## config.mk

```make
export PLATFORM = sky130hd
export DESIGN_NAME = rom_fetch_top
export DESIGN_NICKNAME = d
export VERILOG_FILES = /design/src/rtl/rom_cfg_pkg.sv /design/src/rtl/rom_bus_pkg.sv /design/src/rtl/rom_slot_cache.sv /design/src/rtl/rom_req_arbiter.sv /design/src/rtl/rom_mem_req.sv /design/src/rtl/rom_fetch_top.sv
export SDC_FILE = /design/constraint.sdc
export NUM_CORES = 1
export LEC_CHECK = 0
export ABC_AREA = 0
export BUFFER_PORTS_ARGS = -buffer_cell sky130_fd_sc_hd__buf_2
export CAP_MARGIN = 5
export CORE_UTILIZATION = 55
export CTS_BUF_LIST = sky130_fd_sc_hd__clkbuf_8
export CTS_CLUSTER_SIZE = 24
export DETAILED_ROUTE_END_ITERATION = 6
export PLACE_DENSITY_LB_ADDON = 0.05
export SLEW_MARGIN = 20
export SYNTH_ARGS = -nofsm -noshare
export SYNTH_HDL_FRONTEND = slang
export SYNTH_HIERARCHICAL = 1
export SYNTH_SLANG_ARGS = --single-unit
```

## constraint.sdc

```tcl
create_clock -name clk -period 13 [get_ports clk]
set_input_delay 1.95 -clock clk [delete_from_list [all_inputs] [get_ports clk]]
set_output_delay 1.95 -clock clk [all_outputs]
set_load 0.1 [all_outputs]
```

## src/rtl/rom_cfg_pkg.sv

```systemverilog
// Address, queue and client width settings shared by every stage of the ROM fetch subsystem
`default_nettype none

package rom_cfg_pkg;

    // ************************************************************
    // client address space
    // ************************************************************

    localparam int ADDR_W = 20;                     // byte address width seen by the clients

    typedef logic [ADDR_W-1:0] rom_addr_t;          // byte address, or word-aligned request address

    // ************************************************************
    // request queue and credits
    // ************************************************************

    localparam int QUEUE_DEPTH = 4;                 // request queue entries, also the initial credits

    // must hold every value from 0 up to QUEUE_DEPTH
    typedef logic [$clog2(QUEUE_DEPTH+1)-1:0] credit_t;

    // ************************************************************
    // client data widths
    // ************************************************************

    localparam int SLOT0_DW = 8;                    // byte client, e.g. a CPU program ROM
    localparam int SLOT1_DW = 16;                   // halfword client, e.g. a tile ROM

endpackage

`default_nettype wire

```

## src/rtl/rom_bus_pkg.sv

```systemverilog
// Word, tag and slot state types carried on the fetch bus between slots, arbiter and memory
`default_nettype none

package rom_bus_pkg;

    // one word of the external memory, always fetched whole
    typedef logic [31:0] mem_word_t;

    // index of the slot that owns a request, travels with it to the return path
    typedef logic [0:0] slot_tag_t;

    // ************************************************************
    // slot fetch state
    // ************************************************************

    typedef enum logic [1:0] {
        IDLE      = 2'd0,                           // cache empty, nothing requested since reset
        READY     = 2'd1,                           // no miss outstanding
        WAIT_FILL = 2'd2                            // miss granted, waiting for the word
    } slot_state_e;

endpackage

`default_nettype wire

```

## src/rtl/rom_slot_cache.sv

```systemverilog
// Two-entry word cache for one ROM client; serves hits, asks for missing words, picks the data lane
`timescale 1ns/100ps
`default_nettype none

module rom_slot_cache #(
    parameter int DW = 8                                    // client data width, 8, 16 or 32
) (
    input  wire                       clk,
    input  wire                       rst_n,
    input  wire rom_cfg_pkg::rom_addr_t addr,               // client byte address
    input  wire                       addr_ok,              // addr is valid, held until data_ok
    input  wire                       fill_hit,             // returned word belongs to this slot
    input  wire rom_bus_pkg::mem_word_t fill_data,
    input  wire                       miss_grant,           // one-cycle pulse from the arbiter
    output logic                      miss_req,
    output rom_cfg_pkg::rom_addr_t    miss_addr,            // word-aligned address of the miss
    output logic                      data_ok,              // strobe, dout is valid
    output logic [DW-1:0]             dout
);

    rom_cfg_pkg::rom_addr_t   word_addr;                    // client address with the lane bits cleared
    rom_cfg_pkg::rom_addr_t   pend_addr;                    // address of the granted miss
    rom_cfg_pkg::rom_addr_t   cached_addr0;
    rom_cfg_pkg::rom_addr_t   cached_addr1;
    rom_bus_pkg::mem_word_t   cached_data0;
    rom_bus_pkg::mem_word_t   cached_data1;
    rom_bus_pkg::mem_word_t   data_mux;
    rom_bus_pkg::slot_state_e state;
    logic                     cache_empty;                  // no fill seen since reset
    logic                     victim;                       // entry replaced by the next fill
    logic                     hit0;
    logic                     hit1;
    logic                     hit;
    logic                     fill_match;                   // fill carries the word the client wants
    logic [DW-1:0]            lane;

    // ************************************************************
    // lookup and miss request
    // ************************************************************

    assign word_addr  = {addr[rom_cfg_pkg::ADDR_W-1:2], 2'b00};
    assign hit0       = !cache_empty && (word_addr == cached_addr0);
    assign hit1       = !cache_empty && (word_addr == cached_addr1);
    assign hit        = hit0 || hit1;
    assign fill_match = fill_hit && (word_addr == pend_addr);

    // masked once granted so only one miss is ever outstanding
    assign miss_req  = addr_ok && !hit && (state != rom_bus_pkg::WAIT_FILL);
    assign miss_addr = word_addr;

    // ************************************************************
    // fetch state, replacement and data strobe
    // ************************************************************

    always_ff @(posedge clk or negedge rst_n) begin
        if (!rst_n) begin
            state       <= rom_bus_pkg::IDLE;
            cache_empty <= 1'b1;
            victim      <= 1'b0;
            data_ok     <= 1'b0;
        end else begin
            data_ok <= addr_ok && (hit || fill_match);      // one cycle after the hit or the fill
            case (state)
                rom_bus_pkg::IDLE,
                rom_bus_pkg::READY: begin
                    if (miss_grant) state <= rom_bus_pkg::WAIT_FILL;
                end
                rom_bus_pkg::WAIT_FILL: begin
                    if (fill_hit) state <= rom_bus_pkg::READY;
                end
                default: state <= rom_bus_pkg::IDLE;
            endcase
            if (fill_hit) begin
                cache_empty <= 1'b0;
                if (!cache_empty) victim <= ~victim;        // first fill leaves the pointer on entry 0
            end
        end
    end

    // cache contents, the first fill writes both entries
    always_ff @(posedge clk) begin
        if (miss_grant) pend_addr <= word_addr;
        if (fill_hit) begin
            if (cache_empty || !victim) begin
                cached_addr0 <= pend_addr;
                cached_data0 <= fill_data;
            end
            if (cache_empty || victim) begin
                cached_addr1 <= pend_addr;
                cached_data1 <= fill_data;
            end
        end
    end

    // ************************************************************
    // lane select
    // ************************************************************

    // a fresh word bypasses the entries, one cycle less on a miss
    assign data_mux = fill_match ? fill_data : (hit0 ? cached_data0 : cached_data1);

    generate
        if (DW == 8) begin : g_byte
            always_comb lane = data_mux[{addr[1:0], 3'b000} +: DW];   // byte lane from addr[1:0]
        end else if (DW == 16) begin : g_half
            always_comb lane = data_mux[{addr[1], 4'b0000} +: DW];    // halfword lane from addr[1]
        end else begin : g_word
            always_comb lane = data_mux;                              // whole word, no lane bits
        end
    endgenerate

    always_ff @(posedge clk) begin
        if (addr_ok && (hit || fill_match)) dout <= lane;
    end

endmodule

`default_nettype wire

```

## src/rtl/rom_req_arbiter.sv

```systemverilog
// Round-robin arbiter that merges the slot misses into one credit-limited issue stream
`timescale 1ns/100ps
`default_nettype none

module rom_req_arbiter #(
    parameter int DEPTH = rom_cfg_pkg::QUEUE_DEPTH          // request queue entries downstream
) (
    input  wire                         clk,
    input  wire                         rst_n,
    input  wire                         req0,
    input  wire rom_cfg_pkg::rom_addr_t addr0,
    input  wire                         req1,
    input  wire rom_cfg_pkg::rom_addr_t addr1,
    input  wire                         credit_return,      // one queue entry freed downstream
    output logic                        grant0,             // one-cycle pulses
    output logic                        grant1,
    output logic                        issue_valid,
    output rom_cfg_pkg::rom_addr_t      issue_addr,
    output rom_bus_pkg::slot_tag_t      issue_tag
);

    rom_cfg_pkg::credit_t credits;                          // free entries in the request queue
    logic                 prio;                             // 1 gives slot 1 first pick
    logic                 has_credit;
    logic                 grant_any;

    // ************************************************************
    // grant
    // ************************************************************

    assign has_credit = (credits != '0);

    always_comb begin
        grant0 = 1'b0;
        grant1 = 1'b0;
        if (has_credit) begin
            if (req0 && (!req1 || !prio)) grant0 = 1'b1;    // slot 0 alone or holding priority
            else if (req1)                grant1 = 1'b1;
        end
    end

    assign grant_any = grant0 || grant1;

    // ************************************************************
    // credits, priority and issue register
    // ************************************************************

    always_ff @(posedge clk or negedge rst_n) begin
        if (!rst_n) begin
            credits     <= rom_cfg_pkg::credit_t'(DEPTH);
            prio        <= 1'b0;
            issue_valid <= 1'b0;
        end else begin
            issue_valid <= grant_any;
            case ({grant_any, credit_return})
                2'b10:   credits <= credits - 1'b1;         // issue only
                2'b01:   credits <= credits + 1'b1;         // return only
                default: credits <= credits;                // none, or both cancel out
            endcase
            if (grant_any) prio <= grant0;                  // the other slot goes first next time
        end
    end

    always_ff @(posedge clk) begin
        if (grant_any) begin
            issue_addr <= grant1 ? addr1 : addr0;
            issue_tag  <= rom_bus_pkg::slot_tag_t'(grant1);
        end
    end

endmodule

`default_nettype wire

```

## src/rtl/rom_mem_req.sv

```systemverilog
// Memory request stage; queues issued misses, drives the external read port, tags returned words
`timescale 1ns/100ps
`default_nettype none

module rom_mem_req #(
    parameter int DEPTH = rom_cfg_pkg::QUEUE_DEPTH          // entries in each queue
) (
    input  wire                         clk,
    input  wire                         rst_n,
    input  wire                         issue_valid,
    input  wire rom_cfg_pkg::rom_addr_t issue_addr,
    input  wire rom_bus_pkg::slot_tag_t issue_tag,
    input  wire                         mem_ready,          // external port takes a read this cycle
    input  wire                         mem_rvalid,         // one pulse per read, in order
    input  wire rom_bus_pkg::mem_word_t mem_rdata,
    output logic                        credit_return,
    output logic                        mem_rd,
    output rom_cfg_pkg::rom_addr_t      mem_addr,
    output logic                        fill_valid,
    output rom_bus_pkg::slot_tag_t      fill_tag,
    output rom_bus_pkg::mem_word_t      fill_data
);

    localparam int PTR_W = (DEPTH > 1) ? $clog2(DEPTH) : 1;
    localparam int CNT_W = $clog2(DEPTH + 1);

    rom_cfg_pkg::rom_addr_t rq_addr [DEPTH];                // request queue storage
    rom_bus_pkg::slot_tag_t rq_tag  [DEPTH];
    logic [PTR_W-1:0]       rq_wr;
    logic [PTR_W-1:0]       rq_rd;
    logic [CNT_W-1:0]       rq_cnt;
    rom_bus_pkg::slot_tag_t tq_tag  [DEPTH];                // owners of the in-flight reads
    logic [PTR_W-1:0]       tq_wr;
    logic [PTR_W-1:0]       tq_rd;

    // pointer step with wrap at DEPTH, also for depths that are not a power of two
    function automatic logic [PTR_W-1:0] ptr_inc(input logic [PTR_W-1:0] ptr);
        return (ptr == PTR_W'(DEPTH - 1)) ? '0 : ptr + 1'b1;
    endfunction

    // ************************************************************
    // request queue
    // ************************************************************

    // credits upstream guarantee a free entry for every issue
    assign mem_rd        = (rq_cnt != '0) && mem_ready;
    assign mem_addr      = rq_addr[rq_rd];
    assign credit_return = mem_rd;                          // each pop frees one entry

    always_ff @(posedge clk or negedge rst_n) begin
        if (!rst_n) begin
            rq_wr  <= '0;
            rq_rd  <= '0;
            rq_cnt <= '0;
        end else begin
            if (issue_valid) rq_wr <= ptr_inc(rq_wr);
            if (mem_rd)      rq_rd <= ptr_inc(rq_rd);
            case ({issue_valid, mem_rd})
                2'b10:   rq_cnt <= rq_cnt + 1'b1;
                2'b01:   rq_cnt <= rq_cnt - 1'b1;
                default: rq_cnt <= rq_cnt;
            endcase
        end
    end

    always_ff @(posedge clk) begin
        if (issue_valid) begin
            rq_addr[rq_wr] <= issue_addr;
            rq_tag[rq_wr]  <= issue_tag;
        end
    end

    // ************************************************************
    // in-flight tag queue
    // ************************************************************

    // each slot keeps one miss outstanding, so at most two reads are in flight
    always_ff @(posedge clk or negedge rst_n) begin
        if (!rst_n) begin
            tq_wr <= '0;
            tq_rd <= '0;
        end else begin
            if (mem_rd)     tq_wr <= ptr_inc(tq_wr);
            if (mem_rvalid) tq_rd <= ptr_inc(tq_rd);
        end
    end

    always_ff @(posedge clk) begin
        if (mem_rd) tq_tag[tq_wr] <= rq_tag[rq_rd];         // owner follows the read out
    end

    // return path, same cycle as the memory answer
    assign fill_valid = mem_rvalid;
    assign fill_tag   = tq_tag[tq_rd];
    assign fill_data  = mem_rdata;

endmodule

`default_nettype wire

```

## src/rtl/rom_fetch_top.sv

```systemverilog
// ROM fetch top level; two client slots share one external read port through arbiter and queue
`timescale 1ns/100ps
`default_nettype none

module rom_fetch_top #(
    parameter int ADDR_W      = rom_cfg_pkg::ADDR_W,
    parameter int QUEUE_DEPTH = rom_cfg_pkg::QUEUE_DEPTH,
    parameter int SLOT0_DW    = rom_cfg_pkg::SLOT0_DW,
    parameter int SLOT1_DW    = rom_cfg_pkg::SLOT1_DW
) (
    input  wire                         clk,
    input  wire                         rst_n,
    input  wire [ADDR_W-1:0]            addr0,              // slot 0 client
    input  wire                         addr_ok0,
    output logic                        data_ok0,
    output logic [SLOT0_DW-1:0]         dout0,
    input  wire [ADDR_W-1:0]            addr1,              // slot 1 client
    input  wire                         addr_ok1,
    output logic                        data_ok1,
    output logic [SLOT1_DW-1:0]         dout1,
    input  wire                         mem_ready,          // external read port
    input  wire                         mem_rvalid,
    input  wire rom_bus_pkg::mem_word_t mem_rdata,
    output logic                        mem_rd,
    output logic [ADDR_W-1:0]           mem_addr
);

    logic                   miss_req0;
    logic                   miss_req1;
    rom_cfg_pkg::rom_addr_t miss_addr0;
    rom_cfg_pkg::rom_addr_t miss_addr1;
    logic                   grant0;
    logic                   grant1;
    logic                   issue_valid;
    rom_cfg_pkg::rom_addr_t issue_addr;
    rom_bus_pkg::slot_tag_t issue_tag;
    logic                   credit_return;
    logic                   fill_valid;
    rom_bus_pkg::slot_tag_t fill_tag;
    rom_bus_pkg::mem_word_t fill_data;
    logic                   fill_hit0;
    logic                   fill_hit1;

    // ************************************************************
    // client slots
    // ************************************************************

    assign fill_hit0 = fill_valid && (fill_tag == rom_bus_pkg::slot_tag_t'(0));
    assign fill_hit1 = fill_valid && (fill_tag == rom_bus_pkg::slot_tag_t'(1));

    rom_slot_cache #(.DW(SLOT0_DW)) u_slot0 (
        .clk, .rst_n, .addr(addr0), .addr_ok(addr_ok0), .fill_hit(fill_hit0),
        .fill_data, .miss_grant(grant0), .miss_req(miss_req0), .miss_addr(miss_addr0),
        .data_ok(data_ok0), .dout(dout0)
    );

    rom_slot_cache #(.DW(SLOT1_DW)) u_slot1 (
        .clk, .rst_n, .addr(addr1), .addr_ok(addr_ok1), .fill_hit(fill_hit1),
        .fill_data, .miss_grant(grant1), .miss_req(miss_req1), .miss_addr(miss_addr1),
        .data_ok(data_ok1), .dout(dout1)
    );

    // ************************************************************
    // arbiter and memory request stage
    // ************************************************************

    rom_req_arbiter #(.DEPTH(QUEUE_DEPTH)) u_arb (
        .clk, .rst_n, .req0(miss_req0), .addr0(miss_addr0), .req1(miss_req1),
        .addr1(miss_addr1), .credit_return, .grant0, .grant1, .issue_valid,
        .issue_addr, .issue_tag
    );

    rom_mem_req #(.DEPTH(QUEUE_DEPTH)) u_mem_req (
        .clk, .rst_n, .issue_valid, .issue_addr, .issue_tag, .mem_ready, .mem_rvalid,
        .mem_rdata, .credit_return, .mem_rd, .mem_addr, .fill_valid, .fill_tag, .fill_data
    );

endmodule

`default_nettype wire

```

# == Yosys cells after proc, flatten, opt, wreduce, memory -nomap -nowiden ==
# Memory sizes are Yosys's and may differ from the RTL's.
# Cells that the tools add are included.
# totals
register_bits,307
ram_bits,88
inputBits,78
out_inout_bits,47
word_cells,148
mem_count,3
# classes
add_sub_neg,8
n_eq_ne,24
shifts,2
n_mux,26
bitwise_logic,5
n_reduce_logical,50
# mem_list
name,words,width,rd,rd_clocked_by_memory_dff,write_ports,line_no,rtl
u_mem_req.rq_addr,4,20,1,0,1,rom_mem_req.sv:27,rom_cfg_pkg::rom_addr_t rq_addr [DEPTH];
u_mem_req.rq_tag,4,1,1,0,1,rom_mem_req.sv:28,rom_bus_pkg::slot_tag_t rq_tag [DEPTH];
u_mem_req.tq_tag,4,1,1,0,1,rom_mem_req.sv:32,rom_bus_pkg::slot_tag_t tq_tag [DEPTH];
# ops
op,count
$mux W32,4
$eq A18 B18 Y1,6
$shiftx A32 B6 Y16,1
$shiftx A32 B6 Y8,1
$mux W20,1
$eq A2 B2 Y1 const B,8
$logic_and A1 B1 Y1,16
$mux W2,8
$reduce_and A2 Y1,8
$pmux W3 S2,2
$logic_or A1 B1 Y1,10
$mux W1,9
$add A2 B1 Y2 const B,4
$eq A2 B1 Y1 const B,4
$logic_not A1 Y1,8
$ne A2 B1 Y1 const B,4
$pmux W2 S2,2
$add A3 B1 Y3 const B,2
$reduce_bool A3 Y1,2
$sub A3 B1 Y3 const B,2
$not A1 Y1,5
$logic_not A2 Y1,2
$ne A2 B2 Y1 const B,2
$reduce_bool A2 Y1,2
$reduce_or A2 Y1,2

# == Logic depth before layout (Yosys ltp) ==
# logic_depth
depth_word,14
ltp_mapped,14
mapped_depth_nobuf,13

# == Hierarchy ==
# Netlist, hierarchy kept.
# by_module_without_submodules
mod,n_inst,cells_per_inst,area_per_inst_um2,seq_area_each_um2
rom_slot_cache at u_slot1,1,378,5978.2,4150.2
rom_slot_cache at u_slot0,1,406,5794.3,3910.0
rom_mem_req,1,212,4132.7,2917.8
rom_req_arbiter,1,66,1241.2,757.0
rom_fetch_top,1,2,16.3,0.0

# == Least setup slack after synthesis ==
# Ideal clock, no wire load.
# synth_timing
kind,input-to-reg
start,in mem_rvalid
end,"reg u_slot1.cached_addr0[10], enable pin"
setup_time_ns,0.534
arrival_ns,5.893
t_required_ns,12.466
setup_slack_ns,6.573
stages,3
n_path_buf,1
path_cell_list,buf_4 and2_2 a21boi_0
# synth_between
elab_chain_len,2
# synth_rtl
item,line_no,rtl
from (decl),rom_fetch_top.sv:22,"input wire mem_rvalid,"
$logic_and A1 B1 Y1,rom_fetch_top.sv:49,assign fill_hit1 = fill_valid && (fill_tag == rom_bus_pkg::slot_tag_t'(1));
named net fill_hit1,rom_fetch_top.sv:42,logic fill_hit1;
$reduce_and A2 Y1 (no line),-,
to (signal assigned),rom_slot_cache.sv:85,cached_addr0 <= pend_addr;
to (decl),rom_slot_cache.sv:23,rom_cfg_pkg::rom_addr_t cached_addr0;
# The timed path passes the listed nets, and every way through them passes these cells.
# A chain may end at the register's enable or synchronous reset.

# == Final worst setup path ==
# layout_timing
start,in addr0[12]
end,"reg u_slot1.pend_addr[13], enable pin"
# layout_between
elab_chain_len,9
word_cells_on_any_way,11
cone_classes,eq/ne (2); mux (2); reduce/logical (7)
# layout_rtl
item,line_no,rtl
from (decl),rom_fetch_top.sv:13,"input wire [ADDR_W-1:0] addr0,"
"$eq A18 B18 Y1, on equally long branches","rom_slot_cache.sv:42, rom_slot_cache.sv:43",
"$logic_and A1 B1 Y1, on equally long branches","rom_slot_cache.sv:42, rom_slot_cache.sv:43",
$logic_or A1 B1 Y1 (*),rom_slot_cache.sv:44,assign hit = hit0 || hit1;
$logic_not A1 Y1 (*),rom_slot_cache.sv:48,assign miss_req = addr_ok && !hit && (state != rom_bus_pkg::WAIT_FILL);
$logic_and A1 B1 Y1 (*) (2 in a row),rom_slot_cache.sv:48,
named net miss_req0,rom_fetch_top.sv:28,logic miss_req0;
$logic_and A1 B1 Y1 (*),rom_req_arbiter.sv:37,if (req0 && (!req1 || !prio)) grant0 = 1'b1;
$mux W1 (*),rom_req_arbiter.sv:37,
$mux W1 (*),rom_req_arbiter.sv:36,if (has_credit) begin
named net grant1,rom_fetch_top.sv:33,logic grant1;
to (signal assigned),rom_slot_cache.sv:82,if (miss_grant) pend_addr <= word_addr;
to (decl),rom_slot_cache.sv:22,rom_cfg_pkg::rom_addr_t pend_addr;
# Mark *: on every way through the listed nets, which the timed path passes. The rest lies on a longest branch.

==> flow_summary.toml <==
[outcome]
outcome = "completed"

[drt]
drc_errors = 0
first_iter_violations = 717
ant_nets = 0
wirelength_microns = 36000
wl_per_cell_microns = 22.4
drtPass1Iterations = 6
viasPerCell = 5.66
vias = 9066

[critical_path]
critPathMaxStageDelay_ns = 0.81
path_max_fanout = 24
startpoint_type = "primary input"
path_buf_inv = 3
criticalPathCategory = "in -> reg"
regToRegSetupSlack_ns = 8.84
worst_ep_arrival_time_ns = 5.48
critPathRequiredTime_ns = 13.18
critPathSlowestCell = "inv_1"
cp_top_family = "simple AND/OR/NAND/NOR gates"
critPathCaptureType = "register"
worstPathCellList = "buf_2, xor2_1, nor4_1, nand4_1, buf_4, nor2_2, a41o_1, nor2_1, or2b_2, nand3_4, inv_1"

[placed_design]
dp_hpwl_microns = 22800
io_buffers = 123
place_ws_ns = 7.09
place.gp.congestion = 0.815
placed_area_sq_um = 17500

[logic_synthesis]
synth.avg_cell_area_sq_um = 16.1
synth_top_area_cell = "edfxtp_1"
yosysMostFrequentCell = "edfxtp_1"
netlist_top_cells_count = "369 x edfxtp_1, 85 x xnor2_1, 75 x buf_4"
ys_types = 68
ys_seq_area_share_pct = 68.4
synth_flop_cell = "edfxtp_1"
synthCells = 1064
synth_edf_count = 369
synth_area_sq_um = 17200
async_reset_ff_share_pct = 6.58
synth_area_leaders = "edfxtp_1 65%, xnor2_1 4.3%, dfrtp_1 3.4%"
yosysWarnings = 6
synth-seq-cells = 395
synthDominantCellAreaShare_pct = 64.6

[grt]
grt_usage_pct = 23.0
antenna_found_initial = 4
grt_pass1_wl_microns = 53600
grt_overflow = 0
grt_pass1_vias = 8944
grt_max_degree = 65

[floorplanning]
core_sq_um = 30700
start_util_pct = 56.0
chipHeight_microns = 179
die_width_microns = 179
io_pins = 125
die-area_sq_um = 31900
rows = 64

[sta]
tightest_slew_ns = 1.13
fin_crit_ns = 5.30
max_slew_margin_pct = 24.7
period_share_pct = 40.8
clock.fmax_ghz = 0.189
hold_viol = 0
worst_clock_skew_ns = 0.0199
drv_slew = 0
fin_tns_setup_ns = 0
timing.final.ws_setup_ns = 7.70
rsz0062_at_grt = "false"
whs_ns = 0.486
setup_viol = 0

[layout]
layout.nets = 1247
regArea_sq_um = 11700
final_cell_area_sq_um = 18700
multiInputGateArea_sq_um = 4490
area_growth_syn_to_layout_pct = 8.99
fillers = 2357
layout-drive-gt1-share_pct = 25.1
fin_util_pct = 61.0

[cts]
cts_tree = "yes"
cts_setup_buffers = 0
htreeDepth = 3
ctsHoldBuffers = 0
cts_buffers = 67
cts_resized = 0
path_clk_slew_ns = 0.05
cts.sinks = 395
clk_root_buffer_cell = "clkbuf_8"
cts_max_path_buffers = 3
clk-insertion-delay-late_ns = 0.56

[job]
maxCapViolations = 0

[power]
p_int_mw = 2.65
leakage_nw = 6.65
ir_worst_vdd_v = 0.000130
swShare_pct = 35.1
p_sw_mw = 1.43
power_frac_seq_pct = 48.8
cellPowerDensity_nw_per_um2 = 218
power_frac_clock_pct = 23.8
pwr-share-comb_pct = 27.4

[hold_path]
hp-class = "reg -> reg"
logic make-up after synthesis:
| logic type | after synthesis | synth area share, % |
|---|---|---|
| buffers and inverters | 142 | 5.78 |
| and+or+nand+nor | 190 | 6.55 |
| other | 2 | 0.0438 |
| AOI/OAI and AO/OA | 128 | 5.36 |
| DFF | 395 | 68.4 |
| xor gates and xnor gates | 116 | 5.92 |
| muxes | 77 | 6.86 |
| adders and majority gates | 14 | 1.11 |
final timing paths:
check,startpoint,end,cells past startpoint
max in group asynchronous,rst_n,u_slot0/state[1],1
min,u_slot0/state[1],u_slot0/state[0],1
max,addr0[12],u_slot1/pend_addr[13],11
max reg2reg,u_slot0/cached_addr0[2],u_slot1/pend_addr[13],10
min reg2reg,u_slot0/state[1],u_slot0/state[0],1
min in group asynchronous,rst_n,u_arb/issue_valid,1
power by group through the flow:
stage	registers, mW	logic (mW)	clock network (mW)
finish	1.99	1.12	0.971
CTS	1.99	1.13	1.00
global route	2.02	1.20	1.05
global placement	2.00	1.11	0
detailed placement	2.02	1.13	0
floorplan	1.97	0.939	0
layout make-up:
type                       instances  share of cell area (%)
clock buffer                      67                    4.93
sequential                       395                    62.7
tap                              396                    2.65
antenna                            2                  0.0268
inverter                          24                   0.482
multi-input combinational        529                    24.0
timing repair buffer             138                    3.93
clock inverter                    52                    1.23
stage by stage:
stage | power (mW) | instances
6_report | 4.08 | 1603
5_1_grt | 4.28 | 1602
4_1_cts | 4.12 | 1600
3_5_place_dp | 3.14 | 1481
3_3_place_gp | 3.12 | 1481
2_1_floorplan | 2.91 | 1066
metal layers:
metal	global-route usage, %	vias up	part of all wire (%)
met5	0	-	0.075
met4	7.91	4	2.7
met3	5.03	62	6.2
met2	39.8	311	51
met1	28.7	4499	40
li1	-	4190	-
layout by cell type, fill, tap and decap left out, drive strengths merged, types with 17 or more instances in the layout:
cell type	netlist	layout
edfxtp	369	369
buf	94	138
xnor2	85	85
clkbuf	22	67
inv	24	58
nand3	49	49
mux2	39	39
o21ai	31	31
xor2	31	31
dfrtp	23	23
nor2b	22	22
mux4	22	22
nand4	21	21
nor2	21	21
o31ai	18	18
and3	17	17
sequential cells by signal, indices dropped and copies added, names as in the netlist, 20 cells and up:
signal and cells:
u_arb/issue_addr 20, u_mem_req/rq_addr 80, u_slot0/cached_data0 32, u_slot0/cached_data1 32, u_slot1/cached_data0 32, u_slot1/cached_data1 32
Note: power is estimated with default switching activity, not from simulation.
